## src/rtab_params.svh

```systemverilog
// Size macros for the replay table and its address fields
`ifndef RTAB_PARAMS_SVH
`define RTAB_PARAMS_SVH

// Number of parked requests the table can hold
`define RTAB_ENTRIES 4

// Cache-line index width
`define RTAB_NLINE_WIDTH 8

// Offset within a cache line
`define RTAB_OFFSET_WIDTH 4

// Request identifier returned with a replay
`define RTAB_TAG_WIDTH 6

// Low line-index bits that select a miss-table set
`define RTAB_MSHR_SET_WIDTH 2

`endif

```

## src/rtl/rtab_pkg.sv

```systemverilog
// Vector, struct and enum types shared by the replay table blocks
package rtab_pkg;

`include "rtab_params.svh"

    typedef logic [`RTAB_NLINE_WIDTH-1:0]  rtab_nline_t;
    typedef logic [`RTAB_OFFSET_WIDTH-1:0] rtab_offset_t;
    typedef logic [`RTAB_TAG_WIDTH-1:0]    rtab_tag_t;

    // Entry index and one-bit-per-entry vector
    typedef logic [$clog2(`RTAB_ENTRIES)-1:0] rtab_ptr_t;
    typedef logic [`RTAB_ENTRIES-1:0]         rtab_bv_t;

    // Parked request
    typedef struct packed {
        rtab_nline_t  nline;
        rtab_offset_t offset;
        rtab_tag_t    tag;
    } rtab_req_t;

    // A set bit means the request waits for that condition
    typedef struct packed {
        logic mshr_hit;
        logic mshr_full;
        logic mshr_ready;
    } rtab_deps_t;

    // Pop FSM, walking a list from its head to its tail
    typedef enum logic [1:0] {
        POP_HEAD,
        POP_NEXT,
        POP_NEXT_WAIT
    } rtab_pop_state_e;

endpackage

```

## src/rtl/rtab_rr_arbiter.sv

```systemverilog
// Round-robin one-hot arbiter with a grant that holds under back-pressure
`timescale 1ns/10ps

module rtab_rr_arbiter import rtab_pkg::*; (
    input  logic     clk_i,
    input  logic     rst_ni,
    input  rtab_bv_t req_i,
    input  logic     ready_i,
    output rtab_bv_t gnt_o
);
    // Requests at or above the mask have priority
    rtab_bv_t mask_q;
    rtab_bv_t gnt_q;
    logic     hold_q;
    rtab_bv_t masked_req;
    rtab_bv_t pick_masked;
    rtab_bv_t pick_any;
    rtab_bv_t next_mask;

    assign masked_req  = req_i & mask_q;
    // Isolate the lowest set bit
    assign pick_masked = masked_req & (~masked_req + rtab_bv_t'(1));
    assign pick_any    = req_i & (~req_i + rtab_bv_t'(1));

    // A grant that was offered but not taken stays put while still requested
    assign gnt_o = (hold_q && (gnt_q & req_i) != '0) ? gnt_q :
                   (masked_req != '0)                ? pick_masked : pick_any;

    // Bits strictly above the granted one
    assign next_mask = ~(gnt_o | (gnt_o - rtab_bv_t'(1)));

    always_ff @(posedge clk_i or negedge rst_ni) begin
        if (!rst_ni) begin
            mask_q <= '0;
            gnt_q  <= '0;
            hold_q <= 1'b0;
        end else begin
            if (ready_i && gnt_o != '0) begin
                mask_q <= next_mask;
            end
            gnt_q  <= gnt_o;
            hold_q <= (gnt_o != '0) && !ready_i;
        end
    end

    assert property (@(posedge clk_i) disable iff (!rst_ni)
        $onehot0(gnt_o) && ((gnt_o & ~req_i) == '0))
        else $error("rtab_rr_arbiter: grant not one-hot or not requested");

endmodule

```

## src/rtl/rtab_deps_tracker.sv

```systemverilog
// Per-entry miss-handler dependency flags with their set and clear rules
`timescale 1ns/10ps
`include "rtab_params.svh"

module rtab_deps_tracker import rtab_pkg::*; (
    input  logic                           clk_i,
    input  logic                           rst_ni,
    input  rtab_bv_t                       alloc_bv_i,
    input  rtab_deps_t                     alloc_deps_i,
    input  rtab_bv_t                       rback_bv_i,
    input  rtab_deps_t                     rback_deps_i,
    input  rtab_nline_t [`RTAB_ENTRIES-1:0] nline_i,
    input  logic                           miss_ready_i,
    input  logic                           refill_i,
    input  rtab_nline_t                    refill_nline_i,
    output rtab_bv_t                       nodeps_o
);
    localparam int N     = `RTAB_ENTRIES;
    localparam int SET_W = `RTAB_MSHR_SET_WIDTH;

    rtab_bv_t hit_q, full_q, rdy_q;
    rtab_bv_t hit_set, full_set, rdy_set;
    rtab_bv_t hit_rst, full_rst, rdy_rst;
    rtab_bv_t load_bv;
    rtab_bv_t line_eq;
    rtab_bv_t set_eq;

    // Refill compares against every parked line
    always_comb begin
        for (int i = 0; i < N; i++) begin
            line_eq[i] = (nline_i[i] == refill_nline_i);
            set_eq[i]  = (nline_i[i][SET_W-1:0] == refill_nline_i[SET_W-1:0]);
        end
    end

    // A new or rolled-back entry loads its flags afresh
    assign load_bv = alloc_bv_i | rback_bv_i;

    assign hit_set  = (alloc_bv_i & {N{alloc_deps_i.mshr_hit}}) |
                      (rback_bv_i & {N{rback_deps_i.mshr_hit}});
    assign full_set = (alloc_bv_i & {N{alloc_deps_i.mshr_full}}) |
                      (rback_bv_i & {N{rback_deps_i.mshr_full}});
    assign rdy_set  = (alloc_bv_i & {N{alloc_deps_i.mshr_ready}}) |
                      (rback_bv_i & {N{rback_deps_i.mshr_ready}});

    assign hit_rst  = {N{refill_i}} & line_eq;
    assign full_rst = {N{refill_i}} & set_eq;
    assign rdy_rst  = {N{miss_ready_i}};

    // Set wins over a clear in the same cycle
    always_ff @(posedge clk_i or negedge rst_ni) begin
        if (!rst_ni) begin
            hit_q  <= '0;
            full_q <= '0;
            rdy_q  <= '0;
        end else begin
            hit_q  <= (hit_q  & ~hit_rst  & ~load_bv) | hit_set;
            full_q <= (full_q & ~full_rst & ~load_bv) | full_set;
            rdy_q  <= (rdy_q  & ~rdy_rst  & ~load_bv) | rdy_set;
        end
    end

    assign nodeps_o = ~(hit_q | full_q | rdy_q);

endmodule

```

## src/rtl/rtab_entry_store.sv

```systemverilog
// Entry array and list flags with line match, free-slot choice and pop mux
`timescale 1ns/10ps
`include "rtab_params.svh"

module rtab_entry_store import rtab_pkg::*; (
    input  logic                            clk_i,
    input  logic                            rst_ni,
    input  rtab_nline_t                     check_nline_i,
    output logic                            check_hit_o,
    input  logic                            alloc_i,
    input  logic                            alloc_link_i,
    input  rtab_req_t                       alloc_req_i,
    output rtab_bv_t                        alloc_bv_o,
    output rtab_nline_t [`RTAB_ENTRIES-1:0] nline_o,
    input  rtab_bv_t                        pop_sel_i,
    input  logic                            pop_take_i,
    input  logic                            commit_i,
    input  rtab_ptr_t                       commit_ptr_i,
    input  logic                            rback_i,
    input  rtab_ptr_t                       rback_ptr_i,
    output rtab_bv_t                        valid_o,
    output rtab_bv_t                        head_o,
    output rtab_bv_t                        tail_o,
    output rtab_bv_t                        sel_next_o,
    output rtab_req_t                       pop_req_o,
    output rtab_ptr_t                       pop_ptr_o,
    output logic                            empty_o,
    output logic                            full_o,
    input  logic                            cfg_single_entry_i
);
    localparam int N = `RTAB_ENTRIES;

    function automatic rtab_ptr_t bv_to_ptr(input rtab_bv_t bv);
        rtab_ptr_t ptr;
        ptr = '0;
        for (int i = 0; i < N; i++) begin
            if (bv[i]) begin
                ptr = rtab_ptr_t'(i);
            end
        end
        return ptr;
    endfunction

    rtab_req_t [N-1:0] req_q;
    rtab_ptr_t [N-1:0] next_q;
    rtab_bv_t          valid_q, head_q, tail_q;
    rtab_bv_t          free_vec, free_first;
    rtab_bv_t          match_line, match_tail;
    rtab_bv_t          take_bv, commit_bv, rback_bv;
    logic              alloc;

    assign alloc      = alloc_i | alloc_link_i;
    assign free_vec   = ~valid_q;
    // Lowest free index
    assign free_first = free_vec & (~free_vec + rtab_bv_t'(1));
    assign alloc_bv_o = free_first & {N{alloc}};

    always_comb begin
        for (int i = 0; i < N; i++) begin
            nline_o[i]    = req_q[i].nline;
            match_line[i] = valid_q[i] && (req_q[i].nline == check_nline_i);
        end
    end

    assign check_hit_o = |match_line;
    assign match_tail  = match_line & tail_q;

    assign take_bv   = pop_sel_i & {N{pop_take_i}};
    assign commit_bv = {N{commit_i}} & (rtab_bv_t'(1) << commit_ptr_i);
    assign rback_bv  = {N{rback_i}} & (rtab_bv_t'(1) << rback_ptr_i);

    always_ff @(posedge clk_i or negedge rst_ni) begin
        if (!rst_ni) begin
            valid_q <= '0;
            head_q  <= '0;
            tail_q  <= '0;
        end else begin
            valid_q <= (valid_q | alloc_bv_o) & ~commit_bv;
            // Taken heads stay hidden until a rollback
            head_q  <= (head_q & ~take_bv & ~alloc_bv_o) |
                       (alloc_bv_o & {N{alloc_i}}) | rback_bv;
            // A link moves the tail flag onto the new entry
            tail_q  <= (tail_q & ~(match_tail & {N{alloc_link_i}}) & ~alloc_bv_o) |
                       alloc_bv_o;
        end
    end

    always_ff @(posedge clk_i) begin
        for (int i = 0; i < N; i++) begin
            if (alloc_bv_o[i]) begin
                req_q[i] <= alloc_req_i;
            end
            if (alloc_link_i && match_tail[i]) begin
                next_q[i] <= bv_to_ptr(free_first);
            end
        end
    end

    // One-hot pop mux
    always_comb begin
        pop_req_o = '0;
        for (int i = 0; i < N; i++) begin
            if (pop_sel_i[i]) begin
                pop_req_o = req_q[i];
            end
        end
    end

    assign pop_ptr_o  = bv_to_ptr(pop_sel_i);
    assign sel_next_o = rtab_bv_t'(1) << next_q[pop_ptr_o];

    assign valid_o = valid_q;
    assign head_o  = head_q;
    assign tail_o  = tail_q;
    assign empty_o = (valid_q == '0);
    assign full_o  = (&valid_q) || ((valid_q != '0) && cfg_single_entry_i);

    assert property (@(posedge clk_i) disable iff (!rst_ni) $onehot0(match_tail))
        else $error("rtab_entry_store: several tails on one line");
    assert property (@(posedge clk_i) disable iff (!rst_ni) alloc_link_i |-> check_hit_o)
        else $error("rtab_entry_store: link without a matching line");
    assert property (@(posedge clk_i) disable iff (!rst_ni) alloc |-> !full_o)
        else $error("rtab_entry_store: allocation while full");
    assert property (@(posedge clk_i) disable iff (!rst_ni)
        (commit_i |-> valid_q[commit_ptr_i]) and (rback_i |-> valid_q[rback_ptr_i]))
        else $error("rtab_entry_store: commit or rollback of an invalid entry");

endmodule

```

## src/rtl/rtab_pop_ctrl.sv

```systemverilog
// Pop-try FSM that picks a ready head and walks its list to the tail
`timescale 1ns/10ps

module rtab_pop_ctrl import rtab_pkg::*; (
    input  logic     clk_i,
    input  logic     rst_ni,
    input  rtab_bv_t ready_i,
    input  rtab_bv_t tail_i,
    input  rtab_bv_t sel_next_i,
    input  logic     rback_i,
    input  logic     pop_try_i,
    output logic     pop_try_valid_o,
    output rtab_bv_t pop_sel_o
);
    rtab_pop_state_e state_q, state_d;
    rtab_bv_t        next_q, next_d;
    rtab_bv_t        gnt;
    logic            arb_adv;
    logic            sel_is_tail;

    rtab_rr_arbiter u_arbiter (
        .clk_i   (clk_i),
        .rst_ni  (rst_ni),
        .req_i   (ready_i),
        .ready_i (arb_adv),
        .gnt_o   (gnt)
    );

    // Offer comes straight from the state
    always_comb begin
        if (state_q == POP_HEAD) begin
            pop_sel_o       = gnt;
            pop_try_valid_o = (gnt != '0);
        end else begin
            pop_sel_o       = next_q;
            pop_try_valid_o = 1'b1;
        end
    end

    assign sel_is_tail = (pop_sel_o & tail_i) != '0;

    always_comb begin
        state_d = state_q;
        next_d  = next_q;
        arb_adv = 1'b0;

        case (state_q)
            POP_HEAD: begin
                if (pop_try_i && pop_try_valid_o) begin
                    arb_adv = 1'b1;
                    // Follow the list unless the head was also its tail
                    if (!sel_is_tail) begin
                        state_d = POP_NEXT;
                        next_d  = sel_next_i;
                    end
                end
            end
            POP_NEXT: begin
                if (rback_i) begin
                    // Rolled-back entry heads the rest of the list again
                    state_d = POP_HEAD;
                end else if (pop_try_i) begin
                    if (sel_is_tail) begin
                        state_d = POP_HEAD;
                    end else begin
                        next_d = sel_next_i;
                    end
                end else begin
                    state_d = POP_NEXT_WAIT;
                end
            end
            POP_NEXT_WAIT: begin
                if (pop_try_i) begin
                    if (sel_is_tail) begin
                        state_d = POP_HEAD;
                    end else begin
                        state_d = POP_NEXT;
                        next_d  = sel_next_i;
                    end
                end
            end
            default: begin
                state_d = POP_HEAD;
            end
        endcase
    end

    always_ff @(posedge clk_i or negedge rst_ni) begin
        if (!rst_ni) begin
            state_q <= POP_HEAD;
            next_q  <= '0;
        end else begin
            state_q <= state_d;
            next_q  <= next_d;
        end
    end

    // The cache takes nothing while it rolls a request back
    assert property (@(posedge clk_i) disable iff (!rst_ni) rback_i |-> !pop_try_i)
        else $error("rtab_pop_ctrl: pop-try during rollback");

endmodule

```

## src/rtl/rtab_top.sv

```systemverilog
// Replay table top level joining the entry store, dependency tracker and pop FSM
`timescale 1ns/10ps
`include "rtab_params.svh"

module rtab_top import rtab_pkg::*; (
    input  logic        clk_i,
    input  logic        rst_ni,
    input  logic        check_i,
    input  rtab_nline_t check_nline_i,
    output logic        check_hit_o,
    input  logic        alloc_i,
    input  logic        alloc_link_i,
    input  rtab_req_t   alloc_req_i,
    input  rtab_deps_t  alloc_deps_i,
    output logic        pop_try_valid_o,
    input  logic        pop_try_i,
    output rtab_req_t   pop_try_req_o,
    output rtab_ptr_t   pop_try_ptr_o,
    input  logic        pop_commit_i,
    input  rtab_ptr_t   pop_commit_ptr_i,
    input  logic        pop_rback_i,
    input  rtab_ptr_t   pop_rback_ptr_i,
    input  rtab_deps_t  pop_rback_deps_i,
    input  logic        miss_ready_i,
    input  logic        refill_i,
    input  rtab_nline_t refill_nline_i,
    input  logic        cfg_single_entry_i,
    output logic        empty_o,
    output logic        full_o
);
    localparam int N = `RTAB_ENTRIES;

    rtab_bv_t          valid, head, tail, sel_next, nodeps, ready;
    rtab_bv_t          alloc_bv, rback_bv, pop_sel;
    rtab_nline_t [N-1:0] nline;
    logic              store_hit;
    logic              pop_take;

    assign check_hit_o = check_i & store_hit;
    assign pop_take    = pop_try_i & pop_try_valid_o;
    assign ready       = valid & head & nodeps;
    assign rback_bv    = {N{pop_rback_i}} & (rtab_bv_t'(1) << pop_rback_ptr_i);

    rtab_entry_store u_store (
        .clk_i              (clk_i),
        .rst_ni             (rst_ni),
        .check_nline_i      (check_nline_i),
        .check_hit_o        (store_hit),
        .alloc_i            (alloc_i),
        .alloc_link_i       (alloc_link_i),
        .alloc_req_i        (alloc_req_i),
        .alloc_bv_o         (alloc_bv),
        .nline_o            (nline),
        .pop_sel_i          (pop_sel),
        .pop_take_i         (pop_take),
        .commit_i           (pop_commit_i),
        .commit_ptr_i       (pop_commit_ptr_i),
        .rback_i            (pop_rback_i),
        .rback_ptr_i        (pop_rback_ptr_i),
        .valid_o            (valid),
        .head_o             (head),
        .tail_o             (tail),
        .sel_next_o         (sel_next),
        .pop_req_o          (pop_try_req_o),
        .pop_ptr_o          (pop_try_ptr_o),
        .empty_o            (empty_o),
        .full_o             (full_o),
        .cfg_single_entry_i (cfg_single_entry_i)
    );

    rtab_deps_tracker u_deps (
        .clk_i          (clk_i),
        .rst_ni         (rst_ni),
        .alloc_bv_i     (alloc_bv),
        .alloc_deps_i   (alloc_deps_i),
        .rback_bv_i     (rback_bv),
        .rback_deps_i   (pop_rback_deps_i),
        .nline_i        (nline),
        .miss_ready_i   (miss_ready_i),
        .refill_i       (refill_i),
        .refill_nline_i (refill_nline_i),
        .nodeps_o       (nodeps)
    );

    rtab_pop_ctrl u_pop (
        .clk_i           (clk_i),
        .rst_ni          (rst_ni),
        .ready_i         (ready),
        .tail_i          (tail),
        .sel_next_i      (sel_next),
        .rback_i         (pop_rback_i),
        .pop_try_i       (pop_try_i),
        .pop_try_valid_o (pop_try_valid_o),
        .pop_sel_o       (pop_sel)
    );

    // Linking needs a live check on the same line and is not used in single-entry mode
    assert property (@(posedge clk_i) disable iff (!rst_ni)
        alloc_link_i |-> (check_i && check_nline_i == alloc_req_i.nline && !cfg_single_entry_i))
        else $error("rtab_top: link without a matching check");

endmodule

```

## config.mk

```make
export PLATFORM = sky130hd
export DESIGN_NAME = rtab_top
export DESIGN_NICKNAME = d
export VERILOG_FILES = /design/src/rtl/rtab_pkg.sv /design/src/rtl/rtab_rr_arbiter.sv /design/src/rtl/rtab_deps_tracker.sv /design/src/rtl/rtab_entry_store.sv /design/src/rtl/rtab_pop_ctrl.sv /design/src/rtl/rtab_top.sv
export VERILOG_INCLUDE_DIRS = /design/src
export SDC_FILE = /design/constraint.sdc
export NUM_CORES = 1
export LEC_CHECK = 0
export ABC_AREA = 1
export BUFFER_PORTS_ARGS = -buffer_cell sky130_fd_sc_hd__buf_2
export CORE_UTILIZATION = 32
export CTS_BUF_LIST = sky130_fd_sc_hd__clkbuf_2 sky130_fd_sc_hd__clkbuf_4 sky130_fd_sc_hd__clkbuf_8
export CTS_CLUSTER_SIZE = 25
export DETAILED_ROUTE_END_ITERATION = 16
export PLACE_DENSITY_LB_ADDON = 0.1
export SETUP_SLACK_MARGIN = 0.3
export SYNTH_ARGS = -nofsm -noshare
export SYNTH_HDL_FRONTEND = slang
export SYNTH_SLANG_ARGS = --single-unit
```

## constraint.sdc

```tcl
create_clock -name clk_i -period 3.1 [get_ports clk_i]
set_input_delay 0.62 -clock clk_i [delete_from_list [all_inputs] [get_ports clk_i]]
set_output_delay 0.62 -clock clk_i [all_outputs]
set_load 0.005 [all_outputs]
```

==> impl_metrics.yaml, run 1 <==
global_route:
  grt_usage: 0.204
  grt-ovfl-total: 0
  grt_pass1_vias: 5305
  antenna_found_initial: 0
  grt_pass1_wl_um: 30100
  grt_max_degree: 39
logic_synthesis:
  ys_seq_area_frac: 0.544
  netlist_instances: 661
  yosysTopAreaCellShare: 0.390
  synth_edf_count: 80
  synth_xor_area_frac: 0.0242
  syn_area_per_cell_um2: 9.32
  synth-async-reset-ratio: 0.322
  netlist.top_cell.by_area: "edfxtp_1"
  synth_area_leaders: "edfxtp_1 (39%), dfrtp_1 (15%), nand2_1 (9.1%)"
  synth_top_family_by_area: "simple AND/OR/NAND/NOR gates"
  syn_nets: 720
  synth-compound-area-share: 0.127
  ys_types: 46
  synthMuxAreaShare: 0
  synth_seq_cells: 118
  synth_top_flop_cell: "edfxtp_1"
  synth_fa_ha_area_frac: 0.00812
  syn_area_um2: 6160
  yosysWarnings: 0
  synth-simple-area-share: 0.227
sta:
  fin_crit_ps: 3200
  fin_skew_ps: 14.0
  finalCritPeriodShare: 1.03
  fin_ws_ps: -95.1
  worst_pin_slew_ps: 916
  drv_slew: 0
  max_slew_margin: 0.389
  hold_viol: 0
  rsz0062_at_grt: "true"
  hold_slack_ps: 314
  setup_viol: 17
  clock.fmax_mhz: 313
worst_setup_path:
  reg2reg_slack_ps: 720
  worstReg2RegEnd: "u_pop.state_q[0]$_DFFE_PN0P_"
  r2r-start: "u_store.valid_o[2]$_DFF_PN0_"
  required_ps: 2480
  slowest_stage: "dfrtp_2"
  worstPathArrival_ps: 2580
  crit_type: "reg -> out"
  crit_chain: "nand2_2 > nor2_4 > nand3_2 > nand2_2 > nor2_2 > nand2_1 > nand2_1 > nand2_2 > nand3_4 > nand2_4 > nand2_4 > nor3_4 > buf_6 > buf_6 > buf_16 > a22oi_1 > nand2_1 > buf_2"
  start_kind: "register"
  r2r_cells: 19
  endpoint_kind: "output port"
  path_buf_inv: 4
  critical_path.top_delay_family: "simple AND/OR/NAND/NOR gates"
  cp_max_fo: 8
  max_stage_delay_ps: 400
worst_hold_path:
  hp-class: "in -> async"
placement:
  place_ws_ps: 87.2
  dp_hpwl_um: 14100
  dpl_cell_area_um2: 6900
  port_buffers: 78
  place_congestion: 0.880
layout:
  final_nets: 844
  n_antenna_cell: 0
  drive_gt1_frac: 0.293
  final_common_cell: "nand2_1"
  final_cell_mix: "nand2_1 (140), inv_1 (81), edfxtp_1 (80), buf_2 (78), nor2_1 (47)"
  synthToLayoutAreaGrowth_pct: 26.2
  final_area_um2: 7780
  postLayoutCoreUtil: 0.414
clock_tree:
  cts_root_buf: "clkbuf_8"
  clk_pin_slew_worst_paths_ps: 80
  htree_levels: 4
  numClockSinks: 118
  cts.path.max_buffers: 2
  cts_buffers: 17
  tritoncts: "yes"
  clock_insertion_delay_worst_skew_ps: 440
  cts.hold.buffers_added: 0
die:
  chipWidth_um: 141
  start_util: 0.328
  row_count: 50
  io_pins: 79
  dieArea_um2: 19800
  dieHeight_um: 141
  core_um2: 18800
power_and_ir_drop:
  p_switching_mw: 3.17
  p_int_mw: 4.29
  leakage_nw: 3.42
  seqPwrFrac: 0.303
  ir_worst_vdd_mv: 0.306
  cellPowerDensity_nw_per_um2: 959
  switching_share: 0.425
  pwr-share-comb: 0.520
  p_clk_frac: 0.177
routing:
  final_antenna_net_count: 0
  vias_per_cell: 5.08
  firstDrtPassIters: 5
  drtIter0Drc: 232
  finalWirelength_um: 19400
  drc: 0
  avgRoutedWirePerCell_um: 18.8
  vias: 5245
status:
  outcome: "finished, violations left"
  violations: "negative setup slack"
run:
  cap_violations: 0
[layer usage]
| layer | track usage | share of wire | vias up |
|---|---|---|---|
| met5 | 0 | 0 | - |
| met4 | 0.0509 | 0.013 | 0 |
| met3 | 0.0408 | 0.034 | 21 |
| met2 | 0.343 | 0.49 | 121 |
| met1 | 0.270 | 0.46 | 2568 |
| li1 | - | - | 2535 |
[power by group through the flow]
stage	registers [mW]	clock network (mW)	logic, mW
6_report	2.26	1.32	3.88
5_1_grt	2.29	1.41	4.30
4_1_cts	2.25	1.36	3.66
3_5_place_dp	2.26	0	3.18
3_3_place_gp	2.26	0	3.15
2_1_floorplan	2.20	0	2.03
[state kept, by name, summed over array words and instances (netlist names)]
signal	cells
u_store.req_q	40
u_store.nline_o	32
u_store.next_q	8
u_deps.full_q	4
u_deps.hit_q	4
u_deps.rdy_q	4
u_pop.next_q	4
u_pop.u_arbiter.gnt_q	4
u_store.head_o	4
u_store.tail_o	4
u_store.valid_o	4
u_pop.u_arbiter.mask_q	3
u_pop.state_q	2
u_pop.u_arbiter.hold_q	1
[final cells by class]
class	instances	area (um^2)
clock buffers	17	234
clock inverters	15	128
fillers	1894	11000
inverters	92	357
multi-input cells	438	2630
flip-flops and latches	118	3350
well taps	234	293
repair buffers	118	783
[cell families (layout without fill, tap and decap cells)]
logic type,after synthesis,in the layout
and+or+nand+nor,305,305
DFF,118,118
AOI/OAI and AO/OA,112,112
buffers and inverters,105,242
xor gates and xnor gates,17,17
adders and majority gates,4,4
[worst max path at each step]
stage | start | endpoint | cells after the start
finish | u_store.valid_o[2]$_DFF_PN0_ | pop_try_req_o[6] | 18
global route | u_deps.full_q[0]$_DFF_PN0_ | pop_try_req_o[0] | 15
CTS | u_deps.hit_q[2]$_DFF_PN0_ | pop_try_req_o[11] | 12
detailed placement | u_deps.full_q[2]$_DFF_PN0_ | pop_try_req_o[17] | 16
global placement | u_store.valid_o[0]$_DFF_PN0_ | pop_try_req_o[17] | 17
floorplan | u_deps.full_q[2]$_DFF_PN0_ | pop_try_req_o[3] | 15
[synth_stat cells, types with 3 or more instances]
| library cell | instances |
|---|---|
| ha_1 | 4 |
| buf_6 | 3 |
| nand2_4 | 4 |
| dfrtp_1 | 38 |
| inv_2 | 7 |
| clkbuf_1 | 4 |
| edfxtp_1 | 80 |
| o22ai_1 | 23 |
| nor4_1 | 9 |
| inv_1 | 85 |
| or2_2 | 4 |
| o21ai_1 | 5 |
| nor2_1 | 57 |
| o221ai_1 | 12 |
| o211ai_1 | 9 |
| nand4_1 | 11 |
| xor2_1 | 14 |
| nor3_1 | 6 |
| nand3b_1 | 4 |
| nand3_2 | 3 |
| a22oi_1 | 10 |
| buf_2 | 5 |
| a22o_1 | 10 |
| a221oi_1 | 4 |
| nand3_1 | 38 |
| nand2_1 | 150 |
| o21ai_0 | 17 |
| xnor2_1 | 3 |
| a21oi_1 | 9 |
| nand2_2 | 11 |
| nor2_2 | 4 |
[stage by stage]
step                cells  total power, mW  TNS [ps]
floorplan             661             4.23         0
global placement      973             5.42         0
detailed placement    973             5.44         0
CTS                  1019             7.27      -157
global route         1032             8.00     -4570
finish               1032             7.46     -1200
[what timing repair did]
action	CTS	global route
endpoints found under the setup margin	22	22
pin swaps	7	17
hold endpoints to repair	0	0
setup buffers	13	12
gates resized for setup	46	25
cloned	1	1
(Power assumes the default switching activity.)
==> inputs of run 2 (changes only) <==
==> constraint.sdc (replaced) <==
create_clock -name clk_i -period 3.15 [get_ports clk_i]
set_input_delay 0.63 -clock clk_i [delete_from_list [all_inputs] [get_ports clk_i]]
set_output_delay 0.63 -clock clk_i [all_outputs]
set_load 0.005 [all_outputs]
==> impl_metrics.yaml, run 2 (synthesis gave the netlist of run 1 again) <==
routing:
  drtIter0Drc: 355
  final_antenna_net_count: 0
  finalWirelength_um: 19800
  firstDrtPassIters: 5
  drc: 0
  vias: 5313
  vias_per_cell: 5.12
  avgRoutedWirePerCell_um: 19.0
global_route:
  grt_usage: 0.204
  grt-ovfl-total: 0
  antenna_found_initial: 0
  grt_pass1_wl_um: 29900
  grt_pass1_vias: 5382
  grt_max_degree: 39
worst_setup_path:
  crit_type: "reg -> out"
  cpMostUsedCell: "nand2_1"
  slowest_stage: "dfrtp_1"
  crit_start: "u_deps.full_q[1]$_DFF_PN0_"
  required_ps: 2520
  max_stage_delay_ps: 390
  endpoint_kind: "output port"
  r2r-start: "u_deps.full_q[1]$_DFF_PN0_"
  start_kind: "register"
  worstPathArrival_ps: 2570
  crit_chain: "nor2_2 > nand3_2 > nand2_2 > nor2_1 > nand2_1 > nand2_1 > nand2_2 > nand3_4 > nand2_8 > nand2_4 > nor3_4 > buf_6 > buf_16 > a22oi_1 > nand2_1 > buf_2"
  cp_max_fo: 8
clock_tree:
  clk_pin_slew_worst_paths_ps: 70
  cts_buffers: 17
  htree_levels: 4
  numClockSinks: 118
  tritoncts: "yes"
  cts_root_buf: "clkbuf_8"
  cts.path.max_buffers: 2
  clock_insertion_delay_worst_skew_ps: 450
sta:
  fin_skew_ps: 16.7
  drv_slew: 0
  hold_viol: 0
  clock.fmax_mhz: 313
  max_slew_margin: 0.379
  worst_pin_slew_ps: 932
  setup_viol: 14
  rsz0062_at_grt: "true"
  fin_crit_ps: 3200
  finalCritPeriodShare: 1.01
  hold_slack_ps: 331
  fin_ws_ps: -45.4
placement:
  place_ws_ps: 190
  dp_hpwl_um: 14000
  dpl_cell_area_um2: 6910
  place_congestion: 0.893
  port_buffers: 78
layout:
  drive_gt1_frac: 0.306
  final_cell_mix: "nand2_1 (140), inv_1 (81), edfxtp_1 (80), buf_2 (77), nor2_1 (44)"
  synthToLayoutAreaGrowth_pct: 28.8
  final_common_cell: "nand2_1"
  largest-register: "u_store.req_q"
  final_area_um2: 7930
  n_antenna_cell: 0
  final_nets: 851
  largest_reg_flops: 40
die:
  dieArea_um2: 19800
  start_util: 0.328
  dieHeight_um: 141
  io_pins: 79
  row_count: 50
  core_um2: 18800
  chipWidth_um: 141
worst_hold_path:
  hp-class: "in -> async"
power_and_ir_drop:
  leakage_nw: 3.47
  power_mw: 7.56
  ir_worst_vdd_mv: 0.362
  cellPowerDensity_nw_per_um2: 953
status:
  outcome: "finished, violations left"
  violations: "negative setup slack"
run:
  cap_violations: 0
run 2: report_power, final:
| group | switching (mW) | internal [mW] |
|---|---|---|
| registers | 0.232 | 2.00 |
| clock network | 0.674 | 0.705 |
| logic | 2.26 | 1.70 |
| total | 3.16 | 4.40 |
run 2: final timing paths:
check / to / slack (ps) / cells past startpoint
worst max-delay path: pop_try_req_o[5] / -50 / 16
worst min-delay path: u_pop.u_arbiter.mask_q[1]$_DFFE_PN0P_ / 330 / 1
worst max register to register: u_pop.next_q[1]$_DFFE_PN0P_ / 890 / 15
worst min register to register: u_pop.next_q[0]$_DFFE_PN0P_ / 500 / 2
max in group asynchronous: u_store.valid_o[2]$_DFF_PN0_ / 2190 / 1
min in group clk_i: u_store.req_q[59]$_DFFE_PP_ / 400 / 1
run 2: final cells by class:
cell class / count / area, um^2
Fill cell: 1866 / 10800
Clock inverter: 14 / 154
Timing Repair Buffer: 125 / 863
Inverter: 92 / 353
Sequential cell: 118 / 3360
Tap cell: 234 / 293
Clock buffer: 17 / 234
Multi-Input combinational cell: 438 / 2680
run 2: metrics by stage:
stage / std cells / TNS [ps] / util
3_5_place_dp: 975 / 0 / 0.368
5_1_grt: 1038 / -3560 / 0.423
4_1_cts: 1020 / -220 / 0.405
6_report: 1038 / -357 / 0.423
2_1_floorplan: 661 / 0 / -
3_3_place_gp: 975 / 0 / 0.368
run 2: what timing repair did:
action,CTS,global route
endpoints found under the setup margin,21,22
setup buffers,12,16
hold buffers,0,0
gates resized for setup,41,42
pin swaps,15,26
cloned,2,2
run 2: critical path: cells and delay by family (launching register included):
kind | cells | cell delay [ps]
AO/OA/AOI/OAI | 1 | 60
flip-flops | 1 | 390
AND/OR/NAND/NOR | 12 | 1280
buffers and inverters | 3 | 390
run 2: per-layer routing:
layer	up-vias	part of all wire	global-route usage	wire (um)
met1	2570	0.45	0.269	8870
met4	0	0.015	0.0652	295
li1	2558	-	-	-
met2	164	0.49	0.337	9640
met5	-	0	0	0
met3	21	0.048	0.0404	946
==> inputs of run 3 (changes only) <==
--- a/config.mk
+++ b/config.mk
@@ -7,11 +7,11 @@
 export NUM_CORES = 1
 export LEC_CHECK = 0
 export ABC_AREA = 1
-export BUFFER_PORTS_ARGS = -buffer_cell sky130_fd_sc_hd__buf_2
 export CORE_UTILIZATION = 32
 export CTS_BUF_LIST = sky130_fd_sc_hd__clkbuf_2 sky130_fd_sc_hd__clkbuf_4 sky130_fd_sc_hd__clkbuf_8
 export CTS_CLUSTER_SIZE = 25
 export DETAILED_ROUTE_END_ITERATION = 16
+export DONT_BUFFER_PORTS = 1
 export PLACE_DENSITY_LB_ADDON = 0.1
 export SETUP_SLACK_MARGIN = 0.3
 export SYNTH_ARGS = -nofsm -noshare
==> impl_metrics.yaml, run 3 (synthesis gave the netlist of run 1 again) <==
status:
  outcome: "finished clean"
layout:
  postLayoutCoreUtil: 0.388
  synthToLayoutAreaGrowth_pct: 18.3
  instances_no_fill: 944
  drive_gt1_frac: 0.200
  largest_reg_flops: 40
  final_nets: 757
  final_common_cell: "nand2_1"
  n_antenna_cell: 0
  final_cell_mix: "nand2_1 (139), inv_1 (84), edfxtp_1 (80), nor2_1 (46), dfrtp_1 (37)"
  n_fill_cell: 1881
  largest-register: "u_store.req_q"
sta:
  fin_skew_ps: 14.1
  finalCritPeriodShare: 0.988
  clock.fmax_mhz: 321
  max_slew_margin: 0.339
  rsz0062_at_grt: "true"
  fin_crit_ps: 3110
  setup_viol: 0
  hold_viol: 0
  worst_pin_slew_ps: 967
  tns_ps: 0
  drv_slew: 0
clock_tree:
  numClockSinks: 118
  clock_insertion_delay_worst_skew_ps: 430
  cts.path.max_buffers: 2
  tritoncts: "yes"
  cts_root_buf: "clkbuf_8"
  clk_pin_slew_worst_paths_ps: 80
  cts_buffers: 17
  htree_levels: 4
placement:
  port_buffers: 0
  dp_hpwl_um: 13700
  place_congestion: 0.899
  dpl.cell_count: 896
global_route:
  grt_max_degree: 39
  grt_usage: 0.198
  grt_pass1_vias: 5016
  grt-ovfl-total: 0
  grt_pass1_wl_um: 28600
  antenna_found_initial: 0
worst_hold_path:
  hp-class: "in -> async"
routing:
  vias: 4898
  drc: 0
  drtIter0Drc: 302
  final_antenna_net_count: 0
  vias_per_cell: 5.19
  finalWirelength_um: 18800
  avgRoutedWirePerCell_um: 19.9
  firstDrtPassIters: 5
worst_setup_path:
  max_stage_delay_ps: 400
  endpoint_kind: "output port"
  required_ps: 2520
  critical_path.top_delay_family: "simple AND/OR/NAND/NOR gates"
  path_buf_inv: 2
  start_kind: "register"
  cp_max_fo: 8
  crit_type: "reg -> out"
  worstPathArrival_ps: 2480
  slowest_stage: "dfrtp_2"
  crit_chain: "nand2_2 > nor2_4 > nand3_2 > nand2_2 > nor2_2 > nand2_1 > nand2_2 > nand2_4 > nand3_4 > nand2_4 > nand2_4 > nor3_4 > buf_6 > buf_16 > a22oi_1 > nand2_1"
die:
  io_pins: 79
  core_um2: 18800
  start_util: 0.328
  dieArea_um2: 19800
  dieHeight_um: 141
  row_count: 50
  chipWidth_um: 141
run:
  cap_violations: 0
power_and_ir_drop:
  ir_worst_vdd_mv: 0.352
  leakage_nw: 3.03
  cellPowerDensity_nw_per_um2: 940
-- run 3: final cells by class --
class	count	area [um^2]	share of cell area
clock buffers	17	234	0.0321
repair buffers	31	289	0.0396
inverters	92	352	0.0482
well taps	234	293	0.0402
clock inverters	14	176	0.0242
flip-flops and latches	118	3350	0.460
multi-input cells	438	2590	0.356
-- run 3: per-layer routing --
| layer | share of wire | vias up | track usage |
|---|---|---|---|
| li1 | - | 2367 | - |
| met4 | 0.015 | 0 | 0.0664 |
| met5 | 0 | - | 0 |
| met3 | 0.067 | 24 | 0.0608 |
| met2 | 0.49 | 147 | 0.328 |
| met1 | 0.43 | 2360 | 0.246 |
-- run 3: power breakdown --
group | internal (mW) | switching, mW
sequential | 2.00 | 0.227
combinational | 1.16 | 2.02
clock | 0.785 | 0.659
-- run 3: per-stage QoR --
| stage | instance area [um^2] | hold slack, ps | setup slack (ps) | total power, mW |
|---|---|---|---|---|
| 2_1_floorplan | 6160 | 334 | 326 | 4.17 |
| 3_3_place_gp | 6500 | 337 | 238 | 4.97 |
| 3_5_place_dp | 6500 | 337 | 227 | 4.98 |
| 4_1_cts | 7140 | 12.0 | 48.3 | 6.76 |
| 5_1_grt | 7290 | 17.3 | -147 | 7.34 |
| 6_report | 7290 | 38.9 | 39.3 | 6.85 |
-- run 3: path summary, 6_finish.rpt --
check	startpoint	endpoint	slack (ps)	cells past startpoint
min in group clk_i	alloc_req_i[15]	u_store.nline_o[13]$_DFFE_PP_	280	0
setup / recovery	u_store.valid_o[2]$_DFF_PN0_	pop_try_req_o[0]	40	16
setup reg to reg	u_store.valid_o[0]$_DFF_PN0_	u_store.req_q[54]$_DFFE_PP_	870	9
max in group asynchronous	rst_ni	u_pop.next_q[0]$_DFFE_PN0P_	2900	1
hold / removal	rst_ni	u_deps.rdy_q[1]$_DFF_PN0_	40	1
hold reg to reg	u_pop.next_q[3]$_DFFE_PN0P_	u_pop.next_q[3]$_DFFE_PN0P_	480	2
-- run 3: what timing repair did --
item / in CTS / in global routing
cloned: 1 / 0
endpoints found under the hold margin: 38 / 0
pin swaps: 6 / 21
resized for setup: 27 / 31
endpoints found under the setup margin: 19 / 20
hold buffers: 1 / 0
setup buffers: 11 / 4
